$ cat src/rtl/alu_pkg.sv
package alu_pkg;

	// opcode encoding of the ALU select field
	typedef enum logic [2:0] {
		OP_ADD = 3'd0,
		OP_OR  = 3'd1,
		OP_NOT = 3'd2,
		OP_DAA = 3'd3,
		OP_AND = 3'd4,
		OP_CLD = 3'd5,
		OP_CMP = 3'd6,
		OP_STD = 3'd7
	} alu_op_e;

	// flag bit positions in the EFLAGS word
	localparam int CF_BIT = 0;
	localparam int PF_BIT = 2;
	localparam int AF_BIT = 4;
	localparam int ZF_BIT = 6;
	localparam int SF_BIT = 7;
	localparam int DF_BIT = 10;
	localparam int OF_BIT = 11;

	localparam logic [31:0] FLAG_MASK = (32'd1 << CF_BIT) | (32'd1 << PF_BIT) |
		(32'd1 << AF_BIT) | (32'd1 << ZF_BIT) | (32'd1 << SF_BIT) |
		(32'd1 << DF_BIT) | (32'd1 << OF_BIT);

	// named view from the msb down
	typedef struct packed {
		logic [19:0] rsvd_31_12;
		logic        of;
		logic        df;
		logic [1:0]  rsvd_9_8;
		logic        sf;
		logic        zf;
		logic        rsvd_5;
		logic        af;
		logic        rsvd_3;
		logic        pf;
		logic        rsvd_1;
		logic        cf;
	} eflags_bits_t;

	typedef union packed {
		logic [31:0]  raw;
		eflags_bits_t bits;
	} eflags_u;

endpackage

$ cat src/rtl/wb_pkg.sv
package wb_pkg;

	localparam int ADDR_W = 5;

	// word offsets of the register map
	localparam logic [ADDR_W-1:0] REG_A      = 5'h00;
	localparam logic [ADDR_W-1:0] REG_B      = 5'h04;
	localparam logic [ADDR_W-1:0] REG_OP     = 5'h08;
	localparam logic [ADDR_W-1:0] REG_RESULT = 5'h0C;
	localparam logic [ADDR_W-1:0] REG_FLAGS  = 5'h10;
	localparam logic [ADDR_W-1:0] REG_STATUS = 5'h14;

	// status word layout
	localparam int STATUS_DONE_BIT = 0;
	localparam int STATUS_BUSY_BIT = 1;

endpackage

$ cat src/rtl/alu_req_if.sv
`timescale 1ns/1ns

interface alu_req_if;

	// one-cycle launch strobe
	logic                 start;
	logic [31:0]          a;
	logic [31:0]          b;
	alu_pkg::alu_op_e     op;

	modport src (
		output start,
		output a,
		output b,
		output op
	);

	modport dst (
		input start,
		input a,
		input b,
		input op
	);

endinterface

$ cat src/rtl/wb_alu_regs.sv
`timescale 1ns/1ns

module wb_alu_regs (
	input  logic                       clk,
	input  logic                       rst_n,
	input  logic                       wb_cyc,
	input  logic                       wb_stb,
	input  logic                       wb_we,
	input  logic [wb_pkg::ADDR_W-1:0]  wb_adr,
	input  logic [31:0]                wb_dat_w,
	output logic [31:0]                wb_dat_r,
	output logic                       wb_ack,
	alu_req_if.src                     req,
	input  logic [31:0]                result,
	input  alu_pkg::eflags_u           flags,
	input  logic                       done,
	input  logic                       busy
);

	logic        access;
	logic        wr_en;
	logic [31:0] opa;
	logic [31:0] opb;
	logic [31:0] rd_data;

	// new access seen, ack not yet given
	assign access = wb_cyc & wb_stb & ~wb_ack;
	assign wr_en = access & wb_we;

	assign req.a = opa;
	assign req.b = opb;

	always_ff @(posedge clk) begin
		if (!rst_n) begin
			wb_ack <= 1'b0;
			req.start <= 1'b0;
		end else begin
			wb_ack <= access;
			req.start <= wr_en && (wb_adr == wb_pkg::REG_OP);
		end
	end

	always_ff @(posedge clk) begin
		if (wr_en) begin
			case (wb_adr)
				wb_pkg::REG_A: opa <= wb_dat_w;
				wb_pkg::REG_B: opb <= wb_dat_w;
				wb_pkg::REG_OP: req.op <= alu_pkg::alu_op_e'(wb_dat_w[2:0]);
				// read-only offsets take the ack only
				default: ;
			endcase
		end
	end

	always_comb begin
		rd_data = '0;
		case (wb_adr)
			wb_pkg::REG_A: rd_data = opa;
			wb_pkg::REG_B: rd_data = opb;
			wb_pkg::REG_RESULT: rd_data = result;
			wb_pkg::REG_FLAGS: rd_data = flags.raw;
			wb_pkg::REG_STATUS: begin
				rd_data[wb_pkg::STATUS_DONE_BIT] = done;
				rd_data[wb_pkg::STATUS_BUSY_BIT] = busy;
			end
			default: rd_data = '0;
		endcase
	end

	// read data lines up with ack
	always_ff @(posedge clk) begin
		if (access)
			wb_dat_r <= rd_data;
	end

	a_ack_after_req: assert property (
		@(posedge clk) disable iff (!rst_n)
		wb_ack |-> $past(wb_cyc && wb_stb)
	);

endmodule

$ cat src/rtl/alu_exec.sv
`timescale 1ns/1ns

module alu_exec (
	input  logic              clk,
	input  logic              rst_n,
	alu_req_if.dst            req,
	output logic              rsp_valid,
	output logic [31:0]       rsp_result,
	output alu_pkg::eflags_u  rsp_flags
);

	logic [32:0]       sum;
	logic [32:0]       diff;
	logic [4:0]        sum_lo;
	logic [4:0]        diff_lo;
	logic [31:0]       or_res;
	logic [31:0]       and_res;
	logic [4:0]        daa_lo;
	logic [4:0]        daa_hi;
	logic [7:0]        daa_byte;
	logic [31:0]       nxt_result;
	alu_pkg::eflags_u  nxt_flags;

	// bcd correction of one digit, carry in bit 4
	function automatic logic [4:0] daa_digit(input logic [3:0] d, input logic cin);
		logic [4:0] t;
		t = {1'b0, d} + {4'b0, cin};
		if (t > 5'd9)
			daa_digit = {1'b1, t[3:0] + 4'd6};
		else
			daa_digit = {1'b0, t[3:0]};
	endfunction

	// sf, zf, pf of a 32-bit result
	function automatic logic [2:0] szp(input logic [31:0] r);
		szp = {r[31], (r == 32'd0), ~^r[7:0]};
	endfunction

	assign sum = {1'b0, req.a} + {1'b0, req.b};
	assign diff = {1'b0, req.a} - {1'b0, req.b};
	assign sum_lo = {1'b0, req.a[3:0]} + {1'b0, req.b[3:0]};
	assign diff_lo = {1'b0, req.a[3:0]} - {1'b0, req.b[3:0]};
	assign or_res = req.a | req.b;
	assign and_res = req.a & req.b;

	assign daa_lo = daa_digit(req.a[3:0], 1'b0);
	assign daa_hi = daa_digit(req.a[7:4], daa_lo[4]);
	assign daa_byte = {daa_hi[3:0], daa_lo[3:0]};

	always_comb begin
		nxt_result = '0;
		nxt_flags.raw = '0;
		case (req.op)
			alu_pkg::OP_ADD: begin
				nxt_result = sum[31:0];
				nxt_flags.bits.cf = sum[32];
				nxt_flags.bits.af = sum_lo[4];
				nxt_flags.bits.of = (req.a[31] == req.b[31]) && (sum[31] != req.a[31]);
				{nxt_flags.bits.sf, nxt_flags.bits.zf, nxt_flags.bits.pf} = szp(sum[31:0]);
			end
			alu_pkg::OP_OR: begin
				nxt_result = or_res;
				{nxt_flags.bits.sf, nxt_flags.bits.zf, nxt_flags.bits.pf} = szp(or_res);
			end
			alu_pkg::OP_NOT: begin
				nxt_result = ~req.a;
			end
			alu_pkg::OP_DAA: begin
				nxt_result = {24'd0, daa_byte};
				nxt_flags.bits.af = daa_lo[4] | daa_hi[4];
				nxt_flags.bits.cf = daa_lo[4] | daa_hi[4];
				nxt_flags.bits.zf = (daa_byte == 8'd0);
				nxt_flags.bits.pf = ~^daa_byte;
			end
			alu_pkg::OP_AND: begin
				nxt_result = and_res;
				{nxt_flags.bits.sf, nxt_flags.bits.zf, nxt_flags.bits.pf} = szp(and_res);
			end
			alu_pkg::OP_CLD: begin
				nxt_flags.bits.df = 1'b0;
			end
			alu_pkg::OP_CMP: begin
				// flags only, difference is dropped
				nxt_flags.bits.cf = diff[32];
				nxt_flags.bits.af = diff_lo[4];
				nxt_flags.bits.of = (req.a[31] != req.b[31]) && (diff[31] != req.a[31]);
				{nxt_flags.bits.sf, nxt_flags.bits.zf, nxt_flags.bits.pf} = szp(diff[31:0]);
			end
			alu_pkg::OP_STD: begin
				nxt_flags.bits.df = 1'b1;
			end
			default: ;
		endcase
	end

	always_ff @(posedge clk) begin
		if (!rst_n)
			rsp_valid <= 1'b0;
		else
			rsp_valid <= req.start;
	end

	always_ff @(posedge clk) begin
		if (req.start) begin
			rsp_result <= nxt_result;
			rsp_flags <= nxt_flags;
		end
	end

	a_flags_in_mask: assert property (
		@(posedge clk) disable iff (!rst_n)
		rsp_valid |-> ((rsp_flags.raw & ~alu_pkg::FLAG_MASK) == 32'd0)
	);

	a_valid_after_start: assert property (
		@(posedge clk) disable iff (!rst_n)
		rsp_valid |-> $past(req.start)
	);

endmodule

$ cat src/rtl/alu_result_regs.sv
`timescale 1ns/1ns

module alu_result_regs (
	input  logic              clk,
	input  logic              rst_n,
	input  logic              start,
	input  logic              rsp_valid,
	input  logic [31:0]       rsp_result,
	input  alu_pkg::eflags_u  rsp_flags,
	output logic [31:0]       result,
	output alu_pkg::eflags_u  flags,
	output logic              done,
	output logic              busy
);

	always_ff @(posedge clk) begin
		if (!rst_n) begin
			result <= '0;
			flags.raw <= '0;
		end else if (rsp_valid) begin
			result <= rsp_result;
			flags.raw <= rsp_flags.raw;
		end
	end

	// a new launch wins over a landing result
	always_ff @(posedge clk) begin
		if (!rst_n) begin
			done <= 1'b0;
			busy <= 1'b0;
		end else if (start) begin
			done <= 1'b0;
			busy <= 1'b1;
		end else if (rsp_valid) begin
			done <= 1'b1;
			busy <= 1'b0;
		end
	end

	a_done_busy_excl: assert property (
		@(posedge clk) disable iff (!rst_n)
		!(done && busy)
	);

endmodule

$ cat src/rtl/alu_top.sv
`timescale 1ns/1ns

module alu_top (
	input  logic                       clk,
	input  logic                       rst_n,
	input  logic                       wb_cyc,
	input  logic                       wb_stb,
	input  logic                       wb_we,
	input  logic [wb_pkg::ADDR_W-1:0]  wb_adr,
	input  logic [31:0]                wb_dat_w,
	output logic [31:0]                wb_dat_r,
	output logic                       wb_ack
);

	logic              rsp_valid;
	logic [31:0]       rsp_result;
	alu_pkg::eflags_u  rsp_flags;
	logic [31:0]       result;
	alu_pkg::eflags_u  flags;
	logic              done;
	logic              busy;

	alu_req_if req_if ();

	wb_alu_regs u_wb_alu_regs (
		.clk      (clk),
		.rst_n    (rst_n),
		.wb_cyc   (wb_cyc),
		.wb_stb   (wb_stb),
		.wb_we    (wb_we),
		.wb_adr   (wb_adr),
		.wb_dat_w (wb_dat_w),
		.wb_dat_r (wb_dat_r),
		.wb_ack   (wb_ack),
		.req      (req_if.src),
		.result   (result),
		.flags    (flags),
		.done     (done),
		.busy     (busy)
	);

	alu_exec u_alu_exec (
		.clk        (clk),
		.rst_n      (rst_n),
		.req        (req_if.dst),
		.rsp_valid  (rsp_valid),
		.rsp_result (rsp_result),
		.rsp_flags  (rsp_flags)
	);

	alu_result_regs u_alu_result_regs (
		.clk        (clk),
		.rst_n      (rst_n),
		.start      (req_if.start),
		.rsp_valid  (rsp_valid),
		.rsp_result (rsp_result),
		.rsp_flags  (rsp_flags),
		.result     (result),
		.flags      (flags),
		.done       (done),
		.busy       (busy)
	);

endmodule

$ cat config.mk
export PLATFORM = sky130hd
export DESIGN_NAME = alu_top
export DESIGN_NICKNAME = d
export VERILOG_FILES = /design/src/rtl/alu_pkg.sv /design/src/rtl/wb_pkg.sv /design/src/rtl/alu_req_if.sv /design/src/rtl/wb_alu_regs.sv /design/src/rtl/alu_exec.sv /design/src/rtl/alu_result_regs.sv /design/src/rtl/alu_top.sv
export SDC_FILE = /design/constraint.sdc
export NUM_CORES = 1
export LEC_CHECK = 0
export BUFFER_PORTS_ARGS = -buffer_cell sky130_fd_sc_hd__buf_2
export CAP_MARGIN = 20
export CORE_ASPECT_RATIO = 1.2
export CORE_MARGIN = 2
export CORE_UTILIZATION = 52
export CTS_CLUSTER_SIZE = 24
export DETAILED_ROUTE_END_ITERATION = 16
export PLACE_DENSITY = 0.76
export SLEW_MARGIN = 10
export SYNTH_ARGS = -nofsm -noshare
export SYNTH_HDL_FRONTEND = slang
export SYNTH_HIERARCHICAL = 1
export SYNTH_SLANG_ARGS = --single-unit
$ cat constraint.sdc
create_clock -name clk -period 11.6 [get_ports clk]
set_input_delay 0.58 -clock clk [delete_from_list [all_inputs] [get_ports clk]]
set_output_delay 0.58 -clock clk [all_outputs]
set_load 0.03 [all_outputs]
==> impl_metrics.py, run 1 <==
metrics = {
    "setup_path": {
        "max_stage_delay_ns": 0.67,
        "path_max_fanout": 13,
        "critPathLaunchType": "flop",
        "required_ns": 11.99,
        "cp-end-kind": "flop",
        "crit_chain": "inv_1 > ha_1 > nor2_1 > o311a_1 > o21ai_0 > a211oi_1 > xor2_1 > ha_1 > nand4_1 > a221oi_1 > nand4b_1 > or4_1 > or4_1 > or4_1 > nor4_1 > nand4_1 > o41ai_2 > a31o_1",
        "cp.arrival_ns": 5.89,
        "critPathSlowestCell": "edfxtp_1",
        "path_class": "flop to flop",
        "cp_common_cell": "or4_1",
    },
    "floorplan": {
        "start_util": 0.528,
        "die_h_um": 188,
        "die_area_um2": 29700,
        "die_w_um": 158,
        "rows": 67,
        "core_um2": 27900,
        "io_pins": 75,
    },
    "finish": {
        "fin_nets": 1731,
        "layout_common_cells": "edfxtp_1, nor2_1, ha_1",
        "final_common_cell": "edfxtp_1",
        "regArea_um2": 5530,
        "diodes": 0,
        "postLayoutCoreUtil": 0.565,
        "fillers": 2459,
        "multi_input_area_um2": 8230,
        "areaGrowthSynthToFinish_pct": 7.06,
        "drive_above_1_share": 0.110,
    },
    "power": {
        "clkPwrFrac": 0.447,
        "switching_share": 0.230,
        "p_comb_frac": 0.041,
        "p_per_area_nw_per_um2": 97.7,
        "p_sw_w": 0.000354,
        "leakage_nw": 6.01,
        "ir_worst_vdd_uv": 82.4,
        "pwr-share-seq": 0.512,
        "intPower_w": 0.00119,
    },
    "cts": {
        "cts.sinks": 207,
        "clkLatencyLatePin_ns": 0.53,
        "root_buffer": "clkbuf_16",
        "post-cts-setup-buffers": 0,
        "clkTransAtPathRegs_ns": 0.07,
        "cts_inserted_buffers": 23,
        "ctsResizeCount": 0,
        "ctsHoldBuffers": 0,
        "cts_tree": "built",
        "clockBufferDepth": 3,
        "htreeDepth": 1,
    },
    "routing": {
        "drt-pass1-iter-count": 7,
        "wl_per_cell_um": 22.2,
        "vias": 12200,
        "routed_via_density": 6.25,
        "ant_nets": 0,
        "routed_wl_um": 43500,
        "post-route-drc-count": 0,
        "drt_iter0_markers": 1215,
    },
    "global_route": {
        "overflow": 0,
        "grt_pass1_wl_um": 67300,
        "antenna_found_initial": 0,
        "grt_max_degree": 70,
        "grt_usage": 0.289,
        "grt_pass1_vias": 11800,
    },
    "timing": {
        "finalHoldViolations": 0,
        "worst_slack_ns": 6.11,
        "tightest_slew_ns": 1.08,
        "timing.slew.headroom": 0.280,
        "setup_violations": 0,
        "max_freq_mhz": 182,
        "period_share": 0.474,
        "tns_ns": 0,
        "fin_skew_ns": 0.0240,
        "slew_viol_final": 0,
        "period_needed_ns": 5.49,
        "rsz0062_at_grt": "no",
    },
    "synth": {
        "yosysTopAreaCell": "edfxtp_1",
        "ys.warnings.count": 6,
        "synthDistinctLibCells": 78,
        "syn_avg_cell_area_um2": 9.52,
        "synth_edf_count": 138,
        "syn-cell-area_um2": 14700,
        "ys_seq_area_frac": 0.375,
        "synth_seq_cells": 207,
        "ys_top_cells_by_area": "edfxtp_1, ha_1, dfxtp_1, mux2i_1, nor2b_1",
        "syn-instance-count": 1548,
        "synth_top_area_frac": 0.281,
        "async_reset_ff_frac": 0,
        "synth_flop_cell": "edfxtp_1",
    },
    "run": {
        "maxCapViolCount": 0,
    },
    "placed_design": {
        "preCtsSetupSlack_ns": 6.21,
        "port_buffers": 74,
        "gp_routability_congestion": 1.00,
        "hpwl_um": 31800,
    },
    "status": {
        "outcome": "finished clean",
    },
    "worst_hold_path": {
        "hold_class": "input pin to flop",
    },
}
Yosys cell counts, types with 5 or more instances:
cell type and instances:
nor4_1 21, inv_1 95, o21ai_0 50, nor3b_1 8, clkbuf_1 55, xnor2_1 53
nor2b_1 84, o22ai_1 5, o21bai_1 10, a221o_2 23, nand2_1 69, buf_12 5
a31oi_1 14, mux2i_1 104, a221o_1 7, or4_1 5, and3_1 8, o22a_1 11
a211oi_1 10, edfxtp_1 138, a21o_1 14, nand4_1 26, buf_2 8, or3_1 6
nand3_1 27, xor2_1 11, ha_1 124, dfxtp_1 69, nor2_1 134, mux2_2 5
a21oi_1 101, o211ai_1 10, inv_2 9, buf_6 7, o21ai_1 17, o221ai_1 27
buf_4 29, o21a_1 10, and4_1 5, buf_1 13, nand2b_1 7, o31ai_1 16
nor3_1 23
stage by stage:
| step | cells | hold WS, ns | total power (W) | area [um2] |
|---|---|---|---|---|
| 3_3_place_gp | 1917 | 0.484 | 0.000867 | 15100 |
| 5_1_grt | 1958 | 0.237 | 0.00159 | 15800 |
| 4_1_cts | 1958 | 0.227 | 0.00155 | 15800 |
| 6_report | 1958 | 0.241 | 0.00154 | 15800 |
| 3_5_place_dp | 1917 | 0.497 | 0.000867 | 15100 |
| 2_1_floorplan | 1572 | 0.477 | 0.000852 | 14800 |
path summary, 6_finish.rpt:
path | startpoint | to | slack [ns] | cells past startpoint
max | u_wb_alu_regs/req.a[1] | u_alu_exec/rsp_flags[6] | 6.11 | 18
min | wb_dat_w[8] | u_wb_alu_regs/req.b[8] | 0.24 | 1
max reg2reg | u_wb_alu_regs/req.a[1] | u_alu_exec/rsp_flags[6] | 6.11 | 18
min reg2reg | u_alu_exec/rsp_result[11] | u_alu_result_regs/result[11] | 0.51 | 2
power groups by stage:
stage / sequential, W / combinational (W) / clock, W
finish: 0.000789 / 0.0000630 / 0.000690
global route: 0.000790 / 0.0000674 / 0.000731
CTS: 0.000789 / 0.0000622 / 0.000701
detailed placement: 0.000805 / 0.0000617 / 0
global placement: 0.000805 / 0.0000613 / 0
floorplan: 0.000814 / 0.0000375 / 0
area by class of cell:
cell class,instances,area share
flip-flops and latches,207,0.350
well taps,379,0.0300
clock inverters,14,0.00682
clock buffers,27,0.0381
inverters,104,0.0247
repair buffers,85,0.0287
multi-input cells,1142,0.521
per-layer routing:
layer / vias up / part of all wire / global-route usage
met5: - / 0 / 0
met4: 0 / 0.035 / 0.102
met3: 98 / 0.081 / 0.0386
met2: 638 / 0.45 / 0.445
met1: 5875 / 0.44 / 0.416
li1: 5629 / - / -
critical path: cells and delay by family (launching register included):
| family | cells | cell delay (ns) |
|---|---|---|
| AND/OR/NAND/NOR | 8 | 2.30 |
| buffers and inverters | 1 | 0.15 |
| adder cells (fa/ha/maj) | 2 | 0.53 |
| flip-flops | 1 | 0.67 |
| XOR/XNOR | 1 | 0.19 |
| AO/OA/AOI/OAI | 6 | 1.51 |
sequential cells by signal, summed over array words and instances, names as in the netlist:
register,cells
u_alu_result_regs/done,1
u_alu_result_regs/busy,1
u_wb_alu_regs/req.start,1
u_alu_result_regs/result,32
u_alu_exec/rsp_result,32
u_alu_result_regs/flags,32
u_wb_alu_regs/wb_dat_r,32
u_alu_exec/rsp_valid,1
u_alu_exec/rsp_flags,7
u_wb_alu_regs/wb_ack,1
u_wb_alu_regs/req.b,32
u_wb_alu_regs/req.a,32
u_wb_alu_regs/req.op,3
kinds of logic after synthesis:
logic type	count (synthesis)	share of synthesized area
adders and majority gates	126	0.108
xor gates and xnor gates	64	0.0380
other	1	0.000254
muxes	109	0.0744
DFF	207	0.375
AOI/OAI and AO/OA	373	0.175
and+or+nand+nor	445	0.155
buffers and inverters	223	0.0746
Power figures use the tool's default switching activity.
==> inputs of run 2 (changes only) <==
Clock period 11.6 ns to 5.7 ns, I/O delays scaled along.
==> run 2 against run 1 <==
Critical path depth unchanged. Clock skew decreased by 0.0039 ns. First-iteration DRC count increased by 15%. Global-route usage increased by 0.33 points. Sequential share of layout area decreased by 1.0 points. Wire length increased by 1.7%. Via count increased by 1.6%. Clock-buffer cell count decreased by 2. Critical path type unchanged. Highest routed layer unchanged.
==> impl_metrics.py, run 2 (synthesis results as in run 1) <==
metrics = {
    "status": {
        "outcome": "finished clean",
    },
    "placed_design": {
        "port_buffers": 74,
        "gp_routability_congestion": 0.999,
        "hpwl_um": 32300,
        "preCtsSetupSlack_ns": 0.498,
    },
    "floorplan": {
        "start_util": 0.528,
        "core_um2": 27900,
        "die_h_um": 188,
        "io_pins": 75,
        "rows": 67,
        "die_area_um2": 29700,
        "die_w_um": 158,
    },
    "cts": {
        "root_buffer": "clkbuf_16",
        "htreeDepth": 1,
        "post-cts-setup-buffers": 0,
        "clockBufferDepth": 3,
        "ctsResizeCount": 0,
        "clkLatencyLatePin_ns": 0.53,
        "cts.sinks": 207,
        "cts_tree": "built",
        "clkTransAtPathRegs_ns": 0.07,
        "cts_inserted_buffers": 23,
    },
    "setup_path": {
        "crit_chain": "inv_1 > ha_1 > inv_1 > o311a_1 > o21ai_0 > a211oi_1 > xor2_1 > ha_1 > nand4_1 > a221oi_1 > nand4b_1 > or4_1 > or4_1 > or4_1 > nor4_1 > nand4_1 > o41ai_2 > a31o_1",
        "crit_buf_inv": 2,
        "cp_common_cell": "or4_1",
        "critPathSlowestCell": "or4_1",
        "path_class": "flop to flop",
        "path_delay_family": "simple AND/OR/NAND/NOR gates",
        "required_ns": 6.11,
        "cp.arrival_ns": 5.78,
        "max_stage_delay_ns": 0.54,
        "critPathLaunchType": "flop",
        "cp-end-kind": "flop",
        "path_max_fanout": 6,
    },
    "routing": {
        "wl_per_cell_um": 22.2,
        "post-route-drc-count": 0,
        "drt_iter0_markers": 1394,
        "drt-pass1-iter-count": 5,
        "ant_nets": 0,
        "routed_wl_um": 44300,
        "vias": 12400,
        "routed_via_density": 6.23,
    },
    "global_route": {
        "grt_usage": 0.292,
        "antenna_found_initial": 1,
        "overflow": 0,
        "grt_pass1_wl_um": 67500,
        "grt_pass1_vias": 11600,
        "grt_max_degree": 70,
    },
    "timing": {
        "rsz0062_at_grt": "no",
        "finalHoldViolations": 0,
        "slew_viol_final": 0,
        "period_needed_ns": 5.38,
        "tightest_slew_ns": 1.02,
        "worst_slack_ns": 0.324,
        "whs_ns": 0.0119,
        "period_share": 0.943,
        "max_freq_mhz": 186,
        "tns_ns": 0,
        "fin_skew_ns": 0.0200,
        "timing.slew.headroom": 0.319,
        "setup_violations": 0,
    },
    "finish": {
        "drive_above_1_share": 0.113,
        "regArea_um2": 5530,
        "fillers": 2386,
        "postLayoutCoreUtil": 0.583,
        "layout_common_cells": "edfxtp_1, nor2_1, ha_1",
        "final_common_cell": "edfxtp_1",
        "multi_input_area_um2": 8230,
        "areaGrowthSynthToFinish_pct": 10.4,
        "fin_nets": 1767,
    },
    "worst_hold_path": {
        "hold_class": "input pin to flop",
    },
    "power": {
        "total_power_w": 0.00340,
        "p_per_area_nw_per_um2": 209,
        "ir_worst_vdd_uv": 279,
        "leakage_nw": 6.24,
    },
    "run": {
        "maxCapViolCount": 0,
    },
}
==> run 2: changes by cell type in the layout (fill, tap and decap cells not counted), moves of 3 or more <==
cell,before,now
bufinv_16,0,6
buf_4,11,17
clkinv_4,4,1
clkinv_2,1,4
clkinvlp_4,3,0
dlygate4sd3_1,0,29
==> run 2: final cells by class <==
type / instances / area share
timing repair buffer: 121 / 0.0497
multi-input combinational: 1142 / 0.506
sequential: 207 / 0.340
clock buffer: 25 / 0.0358
antenna: 1 / 0.000154
inverter: 104 / 0.0240
tap: 379 / 0.0291
clock inverter: 17 / 0.0156
==> run 2: power breakdown <==
part / total [W] / internal (W) / switching (W)
clock: 0.00165 / 0.00102 / 0.000631
combinational: 0.000144 / 0.0000588 / 0.0000852
sequential: 0.00161 / 0.00160 / 0.00000311
total: 0.00340 / 0.00268 / 0.000719
==> run 2: layer usage <==
layer | GRT usage | wire length (um)
met1 | 0.414 | 19100
met2 | 0.461 | 20000
met3 | 0.0391 | 3580
met4 | 0.0962 | 1600
met5 | 0 | 0
==> run 2: path summary, 6_finish.rpt <==
check | from | slack, ns | to | cells past startpoint
setup / recovery | u_wb_alu_regs/req.b[3] | 0.32 | u_alu_exec/rsp_flags[6] | 18
hold / removal | wb_dat_w[10] | 0.01 | u_wb_alu_regs/req.b[10] | 1
setup reg to reg | u_wb_alu_regs/req.b[3] | 0.32 | u_alu_exec/rsp_flags[6] | 18
hold reg to reg | u_alu_exec/rsp_result[29] | 0.51 | u_alu_result_regs/result[29] | 2
==> run 2: repair_timing <==
action                     in CTS  in global routing
setup endpoints to repair       0                  0
hold endpoints to repair       60                  0
hold buffers                   29                  0
==> run 2: metrics by stage <==
| stage | cell area (um2) | std cells |
|---|---|---|
| global route | 16300 | 1995 |
| global placement | 15100 | 1923 |
| detailed placement | 15100 | 1923 |
| finish | 16300 | 1996 |
| floorplan | 14800 | 1572 |
| CTS | 16200 | 1994 |
